$ cat config.mk
export PLATFORM = sky130hd
export DESIGN_NAME = lsq_top
export DESIGN_NICKNAME = d
export VERILOG_FILES = /design/src/core_pkg.sv /design/src/mem_pkg.sv /design/src/lsq_top.sv /design/src/load_tracker.sv /design/src/lsq_queue.sv
export SDC_FILE = /design/constraint.sdc
export NUM_CORES = 1
export LEC_CHECK = 0
export BUFFER_PORTS_ARGS = -buffer_cell sky130_fd_sc_hd__buf_4
export CAP_MARGIN = 40
export CORE_MARGIN = 2
export CORE_UTILIZATION = 45
export DETAILED_ROUTE_END_ITERATION = 16
export GPL_ROUTABILITY_DRIVEN = 0
export PLACE_DENSITY = 0.76
export SLEW_MARGIN = 15
export SYNTH_ARGS = -nofsm -noshare
export SYNTH_HDL_FRONTEND = slang
export SYNTH_SLANG_ARGS = --single-unit
$ cat constraint.sdc
create_clock -name clk -period 9.1 [get_ports clk]
set_clock_uncertainty 0.15 [all_clocks]
set_input_delay 1.365 -clock clk [delete_from_list [all_inputs] [get_ports clk]]
set_output_delay 1.365 -clock clk [all_outputs]
set_load 0.05 [all_outputs]
$ cat src/core_pkg.sv
package core_pkg;

    // integer datapath width, also used for effective addresses
    localparam int xlen = 32;

    // reorder buffer slot identifier, 32 in flight
    typedef logic [4:0] rob_tag_t;

    // dispatch of one memory instruction, in program order
    typedef struct packed {
        logic     valid;
        // 1 for a store, 0 for a load
        logic     is_store;
        // identifies the instruction, and its address on the private channel
        rob_tag_t rob_tag;
        // producer of the store value on the common data bus
        rob_tag_t data_tag;
    } issue_pkt_t;

    // private channel from the execute units carrying effective addresses
    typedef struct packed {
        logic            valid;
        rob_tag_t        tag;
        logic [xlen-1:0] addr;
    } addr_pkt_t;

    // common data bus broadcast
    // same layout for the incoming bus and the load results we drive
    typedef struct packed {
        logic            valid;
        rob_tag_t        tag;
        logic [xlen-1:0] value;
    } cdb_pkt_t;

    // reorder buffer says a memory instruction reached retirement
    // only stores care, loads go without it
    typedef struct packed {
        logic     valid;
        rob_tag_t tag;
    } retire_pkt_t;

endpackage
$ cat src/mem_pkg.sv
package mem_pkg;

    // commands understood by the data cache
    typedef enum logic [1:0] {
        bus_none  = 2'd0,
        bus_load  = 2'd1,
        bus_store = 2'd2
    } bus_cmd_t;

    // cache transaction id, zero is reserved for no transaction
    typedef logic [3:0] mem_tag_t;

    // one cache word
    typedef logic [63:0] mem_data_t;

    // request from the queue head, combinational
    typedef struct packed {
        bus_cmd_t                  command;
        logic [core_pkg::xlen-1:0] address;
        mem_data_t                 data;
    } dcache_req_t;

    // answer in the same cycle as the request
    typedef struct packed {
        // nonzero when the cache took the request
        mem_tag_t  accept_tag;
        logic      hit;
        mem_data_t hit_data;
    } dcache_resp_t;

    // miss data coming back later, tag is zero when idle
    typedef struct packed {
        mem_tag_t  tag;
        mem_data_t data;
    } mem_return_t;

endpackage

$ cat src/lsq_top.sv
`timescale 1ns/1ns

module lsq_top #(
    parameter int lsq_depth = 8
) (
    input  logic                  clk,
    input  logic                  reset,
    input  core_pkg::issue_pkt_t  issue_in,
    input  core_pkg::addr_pkt_t   addr_in,
    input  core_pkg::cdb_pkt_t    cdb_in,
    input  core_pkg::retire_pkt_t retire_in,
    input  mem_pkg::dcache_resp_t dcache_resp_in,
    input  mem_pkg::mem_return_t  mem_return_in,
    output mem_pkg::dcache_req_t  dcache_req,
    output core_pkg::cdb_pkt_t    cdb_out,
    output logic                  store_ready,
    output core_pkg::rob_tag_t    store_ready_tag,
    output logic                  stall_dispatch
);

    // queue to tracker
    core_pkg::cdb_pkt_t hit_result;
    logic               miss_alloc_valid;
    mem_pkg::mem_tag_t  miss_alloc_mem_tag;
    core_pkg::rob_tag_t miss_alloc_rob_tag;

    // program order queue and head request
    lsq_queue #(
        .lsq_depth (lsq_depth)
    ) queue_i (
        .clk                (clk),
        .reset              (reset),
        .issue_in           (issue_in),
        .addr_in            (addr_in),
        .cdb_in             (cdb_in),
        .retire_in          (retire_in),
        .dcache_resp_in     (dcache_resp_in),
        .mem_return_in      (mem_return_in),
        .dcache_req         (dcache_req),
        .store_ready        (store_ready),
        .store_ready_tag    (store_ready_tag),
        .stall_dispatch     (stall_dispatch),
        .hit_result         (hit_result),
        .miss_alloc_valid   (miss_alloc_valid),
        .miss_alloc_mem_tag (miss_alloc_mem_tag),
        .miss_alloc_rob_tag (miss_alloc_rob_tag)
    );

    // outstanding misses and the outgoing bus register
    load_tracker tracker_i (
        .clk                (clk),
        .reset              (reset),
        .hit_result         (hit_result),
        .miss_alloc_valid   (miss_alloc_valid),
        .miss_alloc_mem_tag (miss_alloc_mem_tag),
        .miss_alloc_rob_tag (miss_alloc_rob_tag),
        .mem_return_in      (mem_return_in),
        .cdb_out            (cdb_out)
    );

endmodule

$ cat src/load_tracker.sv
`timescale 1ns/1ns

module load_tracker (
    input  logic                 clk,
    input  logic                 reset,
    input  core_pkg::cdb_pkt_t   hit_result,
    input  logic                 miss_alloc_valid,
    input  mem_pkg::mem_tag_t    miss_alloc_mem_tag,
    input  core_pkg::rob_tag_t   miss_alloc_rob_tag,
    input  mem_pkg::mem_return_t mem_return_in,
    output core_pkg::cdb_pkt_t   cdb_out
);

    localparam int mem_tags = 2 ** $bits(mem_pkg::mem_tag_t);

    // one slot per nonzero cache tag
    logic [mem_tags-1:1] pending;
    core_pkg::rob_tag_t  miss_rob [1:mem_tags-1];

    logic ret_valid;

    // registered bus result
    logic                      result_valid_q;
    core_pkg::rob_tag_t        result_tag_q;
    logic [core_pkg::xlen-1:0] result_value_q;

    assign ret_valid = (mem_return_in.tag != '0);

    // pending bits and result valid
    always_ff @(posedge clk or posedge reset) begin
        if (reset) begin
            pending        <= '0;
            result_valid_q <= 1'b0;
        end else begin
            if (ret_valid) begin
                pending[mem_return_in.tag] <= 1'b0;
            end
            if (miss_alloc_valid) begin
                pending[miss_alloc_mem_tag] <= 1'b1;
            end
            // the queue keeps hits out of return cycles
            result_valid_q <= ret_valid || hit_result.valid;
        end
    end

    // owner tags and result payload
    always_ff @(posedge clk) begin
        if (miss_alloc_valid) begin
            miss_rob[miss_alloc_mem_tag] <= miss_alloc_rob_tag;
        end
        if (ret_valid) begin
            result_tag_q   <= miss_rob[mem_return_in.tag];
            result_value_q <= mem_return_in.data[core_pkg::xlen-1:0];
        end else if (hit_result.valid) begin
            result_tag_q   <= hit_result.tag;
            result_value_q <= hit_result.value;
        end
    end

    assign cdb_out.valid = result_valid_q;
    assign cdb_out.tag   = result_tag_q;
    assign cdb_out.value = result_value_q;

    // cache must not hand out a tag that still has a miss outstanding
    assert property (@(posedge clk) disable iff (reset)
        miss_alloc_valid |-> !pending[miss_alloc_mem_tag]);

    // every return answers a miss we recorded earlier
    assert property (@(posedge clk) disable iff (reset)
        ret_valid |-> pending[mem_return_in.tag]);

endmodule

$ cat src/lsq_queue.sv
`timescale 1ns/1ns

module lsq_queue #(
    parameter int lsq_depth = 8
) (
    input  logic                  clk,
    input  logic                  reset,
    input  core_pkg::issue_pkt_t  issue_in,
    input  core_pkg::addr_pkt_t   addr_in,
    input  core_pkg::cdb_pkt_t    cdb_in,
    input  core_pkg::retire_pkt_t retire_in,
    input  mem_pkg::dcache_resp_t dcache_resp_in,
    input  mem_pkg::mem_return_t  mem_return_in,
    output mem_pkg::dcache_req_t  dcache_req,
    output logic                  store_ready,
    output core_pkg::rob_tag_t    store_ready_tag,
    output logic                  stall_dispatch,
    output core_pkg::cdb_pkt_t    hit_result,
    output logic                  miss_alloc_valid,
    output mem_pkg::mem_tag_t     miss_alloc_mem_tag,
    output core_pkg::rob_tag_t    miss_alloc_rob_tag
);

    localparam int idx_bits = $clog2(lsq_depth);

    // extra msb tells a full ring from an empty one
    typedef logic [idx_bits:0] ptr_t;

    // payload of one queue slot, the ready flags live in separate vectors
    typedef struct packed {
        logic                      is_store;
        core_pkg::rob_tag_t        rob_tag;
        core_pkg::rob_tag_t        data_tag;
        logic [core_pkg::xlen-1:0] addr;
        mem_pkg::mem_data_t        data;
    } lsq_entry_t;

    lsq_entry_t entries [lsq_depth];

    // per slot state
    logic [lsq_depth-1:0] occupied;
    logic [lsq_depth-1:0] addr_valid;
    logic [lsq_depth-1:0] data_valid;
    logic [lsq_depth-1:0] retired;

    ptr_t head_ptr;
    ptr_t tail_ptr;
    logic [idx_bits-1:0] head_idx;
    logic [idx_bits-1:0] tail_idx;
    logic empty;
    logic full;
    logic enq;
    logic pop;

    // associative match results for this cycle
    logic [lsq_depth-1:0] addr_hit;
    logic [lsq_depth-1:0] data_hit;
    logic [lsq_depth-1:0] retire_hit;

    lsq_entry_t head;
    logic load_eligible;
    logic store_eligible;
    logic accepted;

    assign head_idx = head_ptr[idx_bits-1:0];
    assign tail_idx = tail_ptr[idx_bits-1:0];
    assign empty    = (head_ptr == tail_ptr);
    assign full     = (head_idx == tail_idx) && (head_ptr[idx_bits] != tail_ptr[idx_bits]);
    assign stall_dispatch = full;

    // an issue offered while full is simply not taken
    assign enq = issue_in.valid && !full;

    // wakeup matching across all slots
    always_comb begin
        for (int i = 0; i < lsq_depth; i++) begin
            addr_hit[i] = addr_in.valid && occupied[i] && !addr_valid[i]
                          && (entries[i].rob_tag == addr_in.tag);
            // store data comes from whoever produces data_tag
            data_hit[i] = cdb_in.valid && occupied[i] && entries[i].is_store
                          && !data_valid[i] && (entries[i].data_tag == cdb_in.tag);
            retire_hit[i] = retire_in.valid && occupied[i] && entries[i].is_store
                            && (entries[i].rob_tag == retire_in.tag);
        end
    end

    assign head = entries[head_idx];

    // loads stay off the bus while a miss return owns the result slot
    assign load_eligible = !empty && !head.is_store && addr_valid[head_idx]
                           && (mem_return_in.tag == '0);
    assign store_eligible = !empty && head.is_store && addr_valid[head_idx]
                            && data_valid[head_idx] && retired[head_idx];

    assign store_ready     = store_eligible;
    assign store_ready_tag = store_eligible ? head.rob_tag : '0;

    // head request, repeated every cycle until consumed
    always_comb begin
        dcache_req = '0;
        if (load_eligible) begin
            dcache_req.command = mem_pkg::bus_load;
            dcache_req.address = head.addr;
        end else if (store_eligible) begin
            dcache_req.command = mem_pkg::bus_store;
            dcache_req.address = head.addr;
            dcache_req.data    = head.data;
        end
    end

    assign accepted = (dcache_resp_in.accept_tag != '0);

    // a load leaves on a hit or an accepted miss, a store only on accept
    assign pop = (load_eligible && (dcache_resp_in.hit || accepted))
                 || (store_eligible && accepted);

    // hit goes to the tracker, which registers it onto the bus
    assign hit_result.valid = load_eligible && dcache_resp_in.hit;
    assign hit_result.tag   = head.rob_tag;
    assign hit_result.value = dcache_resp_in.hit_data[core_pkg::xlen-1:0];

    // accepted miss, the tracker remembers which load owns the tag
    assign miss_alloc_valid   = load_eligible && !dcache_resp_in.hit && accepted;
    assign miss_alloc_mem_tag = dcache_resp_in.accept_tag;
    assign miss_alloc_rob_tag = head.rob_tag;

    // slot payload, written on enqueue and on wakeup
    always_ff @(posedge clk) begin
        for (int i = 0; i < lsq_depth; i++) begin
            if (addr_hit[i]) begin
                entries[i].addr <= addr_in.addr;
            end
            // bus value is zero extended to the cache word
            if (data_hit[i]) begin
                entries[i].data <= mem_pkg::mem_data_t'(cdb_in.value);
            end
        end
        if (enq) begin
            entries[tail_idx].is_store <= issue_in.is_store;
            entries[tail_idx].rob_tag  <= issue_in.rob_tag;
            entries[tail_idx].data_tag <= issue_in.data_tag;
        end
    end

    // pointers and ready flags
    always_ff @(posedge clk or posedge reset) begin
        if (reset) begin
            head_ptr   <= '0;
            tail_ptr   <= '0;
            occupied   <= '0;
            addr_valid <= '0;
            data_valid <= '0;
            retired    <= '0;
        end else begin
            addr_valid <= addr_valid | addr_hit;
            data_valid <= data_valid | data_hit;
            retired    <= retired | retire_hit;
            if (pop) begin
                occupied[head_idx] <= 1'b0;
                head_ptr           <= head_ptr + ptr_t'(1);
            end
            // new slot starts with nothing collected
            if (enq) begin
                occupied[tail_idx]   <= 1'b1;
                addr_valid[tail_idx] <= 1'b0;
                data_valid[tail_idx] <= 1'b0;
                retired[tail_idx]    <= 1'b0;
                tail_ptr             <= tail_ptr + ptr_t'(1);
            end
        end
    end

    // a new issue must land in a free slot, never on top of a live entry
    assert property (@(posedge clk) disable iff (reset)
        enq |-> !occupied[tail_idx]);

    // the head must hold a live entry when it pops
    assert property (@(posedge clk) disable iff (reset)
        pop |-> occupied[head_idx]);

endmodule

# Word-level counts from Yosys, hierarchy flattened
# Memories as Yosys holds them, arrays and structs flattened.
# Cells that the tools add are included.
# word_totals
reg_bits	78
ramBits	675
out_inout_bits	143
wordCells	236
n_memories	2
# op_classes
add_sub_neg	2
magnitude_cmp	4
n_eq_ne	27
muxes	59
bitwise	10
n_reduce_logical	123
# memory_table
memory	depth	width	read_ports	rd_ports_with_merged_regs	write_ports	line_no	text
queue_i.entries	8	75	9	0	9	lsq_queue.sv:38	lsq_entry_t entries [lsq_depth];
tracker_i.miss_rob	15	5	1	0	1	load_tracker.sv:18	core_pkg::rob_tag_t miss_rob [1:mem_tags-1];
# op_table
operator	n
$eq A5 B5 Y1	24
$mux W98	1
$logic_and A1 B1 Y1	96
$mux W32	2
$mux W64	1
$mux W1	41
$mux W8	5
$mux W34	1
$and A8 B8 Y8	4
$or A8 B8 Y8	4
$logic_not A1 Y1	20
$not A8 Y8	2
$mux W5	3
$bmux W1 S3	3
$add A4 B1 Y4 const B	2
$lt A3 B4 Y1 const B	2
$reduce_bool A4 Y1	2
$demux W1 S3	2
$ge A3 B1 Y1 const B	2
$eq A4 B4 Y1	1
$logic_not A4 Y1	1
$eq A3 B3 Y1	1
$logic_or A1 B1 Y1	3
$reduce_bool A2 Y1	1
$ne A1 B1 Y1	1

# Depth between registers and ports, before layout
# Gate-level depths: netlist of the first run.
# logic_depth
depth_word	11
depth_mapped	10
ltp_nobuf	7

# Hierarchy
# A second synthesis of the first run with hierarchy kept.
# hier_totals
cells_unflattened	1657
hier_area_um2	31192.4
# modules_own_cells
mod	instances	cells_per_inst	area_each_um2	seq_area_each_um2
lsq_queue	1	1394	26432.9	19018.2
load_tracker	1	263	4759.6	3388.2

# Least setup slack after synthesis of the first run
# No wires, ideal clock.
# synth_timing
path_type	register -> output
startpoint	register queue_i.head_ptr[0]
endpoint	output dcache_req[20] in the netlist's numbering
arrival_time_ps	3415
setup_slack_ps	4170
path_stages_with_launch	8
n_path_buf	5
cell_sequence	dfrtp_1 -> buf_2 -> buf_2 -> buf_2 -> buf_4 -> clkbuf_1 -> a211oi_1 -> a2111oi_1
# synth_lines
item	line_no	text
start: declaration	lsq_queue.sv:46	ptr_t head_ptr;
start signal: assignment	lsq_queue.sv:160	head_ptr <= head_ptr + ptr_t'(1);
end: declaration	lsq_top.sv:14	output mem_pkg::dcache_req_t dcache_req,

==> flow_summary_export.csv, run 1 <==
group,metric,value,unit
outcome,status,"finished clean",
die,dieArea,70100,µm²
clock_network,postCtsSetupBuffers,0,
die,core_region_area,67300,µm²
clock_network,cts_tree,"done",
routing,ant_nets,0,
sta,worst_pin_slew,828,ps
synthesis,synth.area.top_cells,"edfxtp_1 (70%), mux4_2 (10%), dfrtp_1 (3.4%), mux2i_1 (2.6%), xnor2_1 (2.5%)",
global_routing,grt_pass1_vias,16600,
sta,rsz0062_at_grt,"false",
sta,hold_viol,0,
clock_network,clock_latency,620,ps
setup_path,rr_worst_depth,8,
synthesis,ys.flop_type,"edfxtp_1",
sta,layout_min_cycle_time,6380,ps
synthesis,syn_area_per_cell,18.1,µm²
cells_and_area,final_cell_mix,"edfxtp_1 (712), buf_4 (312), mux4_2 (142)",
setup_path,criticalPathCategory,"register to primary output",
routing,drtIter0Drc,1503,
global_routing,grt_max_degree,50,
pwr,powerDensity,266,nW/µm²
clock_network,ctsHoldBuffers,0,
synthesis,ys_seq_area_share,73.3,%
synthesis,synth-async-reset-ratio,5.44,%
cells_and_area,multi_input_area,7720,µm²
global_routing,gr-total-overflow,0,
setup_path,cp-start-kind,"register",
sta,setup_viol,0,
placement,place_ws,3120,ps
clock_network,cts_buffers,78,
die,initial_core_util,45.5,%
die,placementRows,95,
routing,drc,0,
cells_and_area,ff_latch_area,22400,µm²
clock_network,cts.path.max_buffers,3,
sta,max_freq,157,MHz
routing,wl_per_cell,23.2,µm
cells_and_area,syn_to_final_growth,18.5,%
cells_and_area,nFillCells,5148,
routing,postRouteWirelength,68000,µm
pwr,p_leak,12.5,nW
die,fp.dieW,265,µm
cells_and_area,final_nets,2229,
synthesis,synth-edff-count,712,
sta,setup_slack,2720,ps
sta,period_share,70.1,%
cells_and_area,final_common_cell,"edfxtp_1",
synthesis,ys_types,53,
synthesis,synth_top_area_share,69.9,%
min_path,holdCritPathClass,"register to register",
synthesis,yosys_warnings,0,
sta,slew_headroom,44.8,%
sta,drv_slew,0,
die,pin_count,376,
cells_and_area,drive_gt1_share,30.0,%
routing,first_pass_iters,5,
min_path,min_path_cells,1,
global_routing,grt_first_pass_wirelength,101000,µm
clock_network,cts_max_level,3,
clock_network,clock_sinks,753,
clock_network,path_clk_slew,60,ps
die,dieHeight,265,µm
pwr,power,9.65,mW
clock_network,cts_resized,0,
placement,dp.final_hpwl,42300,µm
global_routing,antenna_found_initial,9,
setup_path,worstPathRequired,7590,ps
job,drv_cap,0,
synthesis,syn-cell-area,30600,µm²
clock_network,root_buffer,"clkbuf_16",
setup_path,path_max_fanout,49,
setup_path,cp.arrival,4870,ps
synthesis,synth_seq_cells,753,
synthesis,synth_top_area_cell,"edfxtp_1",
routing,vias_per_cell,5.50,
sta,setup-tns-final,0,ps
routing,num_vias,16100,
placement,io_buffers,279,
global_routing,grt_use_total,19.3,%
pwr,ir_drop,0.234,mV
synthesis,syn_inst,1688,
setup_path,worst_setup_path_end_kind,"primary output",
==> where the power goes <==
part	internal (mW)	switching [mW]
Combinational	0.997	1.33
Sequential	4.07	0.237
Clock	1.73	1.28
Total	6.80	2.85
==> path summary, 6_finish.rpt <==
| path | startpoint | slack (ps) | endpoint |
|---|---|---|---|
| max reg2reg | queue_i.head_ptr[0]$_DFFE_PP0N_ | 4690 | tracker_i.miss_rob[8][0]$_DFFE_PP_ |
| max in group asynchronous | reset | 7820 | queue_i.head_ptr[1]$_DFFE_PP0N_ |
| max | queue_i.head_ptr[0]$_DFFE_PP0N_ | 2720 | dcache_req[21] |
| min | queue_i.head_ptr[3]$_DFFE_PP0N_ | 340 | queue_i.head_ptr[3]$_DFFE_PP0N_ |
| min reg2reg | queue_i.head_ptr[3]$_DFFE_PP0N_ | 340 | queue_i.head_ptr[3]$_DFFE_PP0N_ |
| min in group asynchronous | reset | 500 | queue_i.addr_valid[0]$_DFF_PP0_ |
==> stage by stage <==
stage,hold slack [ps],utilization [%],std cells,area [µm²]
finish,341,53.9,2934,36200
global route,358,53.9,2932,36200
CTS,343,53.8,2926,36200
detailed placement,334,50.2,2783,33700
global placement,325,49.9,2776,33600
floorplan,305,-,1719,30700
==> critical path, cell delays in order (launching register included) <==
cell and delay (ps):
dfrtp_4 950, buf_4 400, buf_16 310, xor2_1 210, nor3_1 110, a211oi_2 560, nand2_2 540, buf_16 330
a2111oi_1 490, buf_4 310
==> routing by layer <==
metal / GRT usage [%] / wire, µm / vias to the layer above
li1: - / - / 7124
met1: 24.5 / 26600 / 8185
met2: 33.0 / 34200 / 698
met3: 4.35 / 5380 / 117
met4: 6.17 / 1720 / 8
met5: 0 / 51 / -
==> cells in the mapped netlist, types with 10 or more instances <==
cell / number
edfxtp_1: 712
nor2b_1: 11
nor3_1: 25
o22ai_1: 10
clkbuf_1: 56
nor2_1: 123
buf_4: 35
mux2i_1: 79
buf_2: 23
dfrtp_1: 41
nand4_1: 18
xnor2_1: 89
mux2_2: 20
mux4_2: 142
xor2_1: 41
nand3_1: 13
a31oi_1: 10
nand2_1: 119
inv_1: 16
==> sequential cells by signal, summed over array words and instances, names as in the netlist <==
name	count
queue_i.addr_valid	8
queue_i.data_valid	8
queue_i.entries	600
queue_i.head_ptr	4
queue_i.occupied	8
queue_i.retired	8
queue_i.tail_ptr	4
tracker_i.miss_rob	75
tracker_i.result_tag_q	5
tracker_i.result_valid_q	1
tracker_i.result_value_q	32
==> cells by family after synthesis <==
family,Yosys count,share of synthesized area [%]
XOR/XNOR,130,3.72
multiplexers,241,13.8
AO/OA/AOI/OAI,65,1.52
other,1,0.0123
AND/OR/NAND/NOR,356,5.35
adder cells (fa/ha/maj),2,0.0818
buffers and inverters,140,2.27
flip-flops,753,73.3
==> cell type report <==
type,count,share of cell area (%)
diodes,4,0.0276
clock buffers,104,5.74
clock inverters,39,0.988
inverters,16,0.166
multi-input cells,826,21.3
flip-flops and latches,753,61.9
well taps,873,3.01
repair buffers,319,6.89
Power figures use the tool's default switching activity.
==> inputs of run 2 (changes only) <==
==> constraint.sdc (replaced) <==
create_clock -name clk -period 6.09 [get_ports clk]
set_clock_uncertainty 0.15 [all_clocks]
set_input_delay 0.9135 -clock clk [delete_from_list [all_inputs] [get_ports clk]]
set_output_delay 0.9135 -clock clk [all_outputs]
set_load 0.05 [all_outputs]
==> run 2 against run 1 <==
  * Via count is 1.6% higher
  * Largest power group unchanged
  * Sequential share of layout area is 0.14 points lower
  * Wire length is 0.81% higher
  * Critical endpoint unchanged
  * Cell area is 0.23% higher
  * Largest cell class unchanged
==> flow_summary_export.csv, run 2 (synthesis gave the netlist of run 1 again) <==
group,metric,value,unit
outcome,status,"finished clean",
die,initial_core_util,45.5,%
die,dieHeight,265,µm
routing,wl_met3,5220,µm
routing,maxUsedRoutingLayer,"met5",
routing,wl_met1,26600,µm
routing,num_vias,16400,
routing,drtIter0Drc,1396,
routing,first_pass_iters,5,
setup_path,regToRegEndpoint,"tracker_i.miss_rob[8][4]$_DFFE_PP_",
pwr,ir_drop,0.278,mV
sta,setup-tns-final,0,ps
routing,route.met2.wl,34700,µm
setup_path,crit_end,"dcache_req[21]",
pwr,power,14.6,mW
sta,worst_pin_slew,829,ps
placement,io_buffers,279,
sta,layout_min_cycle_time,5520,ps
sta,slew_headroom,44.3,%
global_routing,grt_first_pass_wirelength,102000,µm
setup_path,criticalPathCategory,"register to primary output",
cells_and_area,regMostFlops,"queue_i.entries",
clock_network,clock_sinks,753,
setup_path,r2r-start,"queue_i.head_ptr[1]$_DFFE_PP0N_",
die,pin_count,376,
routing,ant_nets,0,
pwr,powerDensity,402,nW/µm²
sta,rsz0062_at_grt,"false",
cells_and_area,largest_register_ffs,600,
die,core_region_area,67300,µm²
setup_path,cp.arrival,4460,ps
setup_path,worstPathRequired,5030,ps
die,placementRows,95,
clock_network,cts_buffers,77,
cells_and_area,nFillCells,5165,
routing,vias_per_cell,5.59,
clock_network,root_buffer,"clkbuf_16",
placement,dpl.cell_count,2785,
clock_network,postCtsSetupBuffers,0,
job,drv_cap,0,
global_routing,grt_pass1_vias,16600,
sta,period_share,90.7,%
clock_network,cts_resized,0,
sta,max_freq,181,MHz
clock_network,ctsHoldBuffers,0,
pwr,p_int,10.2,mW
die,dieArea,70100,µm²
sta,hold_viol,0,
pwr,power_frac_comb,24.5,%
pwr,switching_share,29.8,%
cells_and_area,drive_gt1_share,30.4,%
cells_and_area,final_cells,2934,
clock_network,cts_max_level,3,
pwr,power.switching,4.35,mW
cells_and_area,final_common_cell,"edfxtp_1",
sta,drv_slew,0,
global_routing,grt_max_degree,52,
setup_path,r2r_slack,2070,ps
die,fp.dieW,265,µm
clock_network,cts_tree,"done",
global_routing,grt_use_total,19.5,%
min_path,holdCritPathClass,"input port to async pin",
pwr,p_leak,12.6,nW
routing,drc,0,
routing,postRouteWirelength,68500,µm
routing,wl_per_cell,23.4,µm
setup_path,path_max_fanout,25,
cells_and_area,reg_top3,"queue_i.entries (600), tracker_i.miss_rob (75), tracker_i.result_value_q (32)",
cells_and_area,syn_to_final_growth,18.8,%
clock_network,clock_latency,640,ps
setup_path,cp-start-kind,"register",
setup_path,crit_path_start,"queue_i.head_ptr[1]$_DFFE_PP0N_",
clock_network,path_clk_slew,60,ps
global_routing,antenna_found_initial,10,
pwr,p_clk_share,31.8,%
setup_path,worst_setup_path_end_kind,"primary output",
sta,setup_viol,0,
global_routing,gr-total-overflow,0,
cells_and_area,final_cell_mix,"edfxtp_1 (712), buf_4 (313), mux4_2 (142)",
cells_and_area,final_nets,2229,
pwr,seqPwrFrac,43.7,%
clock_network,cts.path.max_buffers,3,
placement,dp.final_hpwl,41900,µm
setup_path,rr_worst_depth,7,
cells_and_area,post-route-util,54.0,%
run 2: critical path: stages (launching register included):
cell       delay (ps)
dfrtp_4           630
buf_4             340
nor2_1            500
o2bb2ai_1         280
nor2_1            120
nor3_1            470
nand2_2           510
a2111oi_1         660
buf_4             310
run 2: layer usage:
| metal | global-route usage, % | vias to the layer above |
|---|---|---|
| li1 | - | 7131 |
| met1 | 25.0 | 8406 |
| met2 | 33.1 | 718 |
| met3 | 3.99 | 135 |
| met4 | 7.10 | 8 |
| met5 | 0 | - |
run 2: power by group through the flow:
stage | registers [mW] | logic [mW] | clock network [mW]
3_5_place_dp | 6.52 | 3.50 | 0
6_report | 6.37 | 3.58 | 4.64
5_1_grt | 6.40 | 3.82 | 4.93
4_1_cts | 6.41 | 3.52 | 4.73
2_1_floorplan | 6.37 | 2.56 | 0
3_3_place_gp | 6.50 | 3.40 | 0
run 2: final cells by class:
cell class                      count  area (µm²)  share of cell area (%)
Timing Repair Buffer              320        2520                    6.94
Tap cell                          873        1090                    3.01
Antenna cell                        5        12.5                  0.0344
Clock inverter                     48         510                    1.41
Sequential cell                   753       22400                    61.7
Multi-Input combinational cell    826        7720                    21.3
Clock buffer                       93        1990                    5.47
Inverter                           16        60.1                   0.165
run 2: worst min-delay path by stage:
stage	start	endpoint	slack [ps]	cells past startpoint
after floorplan	queue_i.retired[7]$_DFF_PP0_	queue_i.retired[7]$_DFF_PP0_	310	2
after global placement	queue_i.head_ptr[3]$_DFFE_PP0N_	queue_i.head_ptr[3]$_DFFE_PP0N_	330	1
after detailed placement	queue_i.tail_ptr[3]$_DFFE_PP0P_	queue_i.tail_ptr[3]$_DFFE_PP0P_	330	1
after CTS	reset	queue_i.addr_valid[5]$_DFF_PP0_	20	2
after global routing	reset	queue_i.addr_valid[3]$_DFF_PP0_	40	2
final	reset	queue_i.addr_valid[3]$_DFF_PP0_	50	2
run 2: through the flow:
| step | setup slack, ps | instance area [µm²] | hold slack (ps) |
|---|---|---|---|
| floorplan | 1610 | 30700 | 305 |
| global route | 334 | 36300 | 36.6 |
| CTS | 524 | 36200 | 18.7 |
| finish | 566 | 36300 | 47.5 |
| global placement | 1240 | 33600 | 326 |
| detailed placement | 1230 | 33700 | 333 |
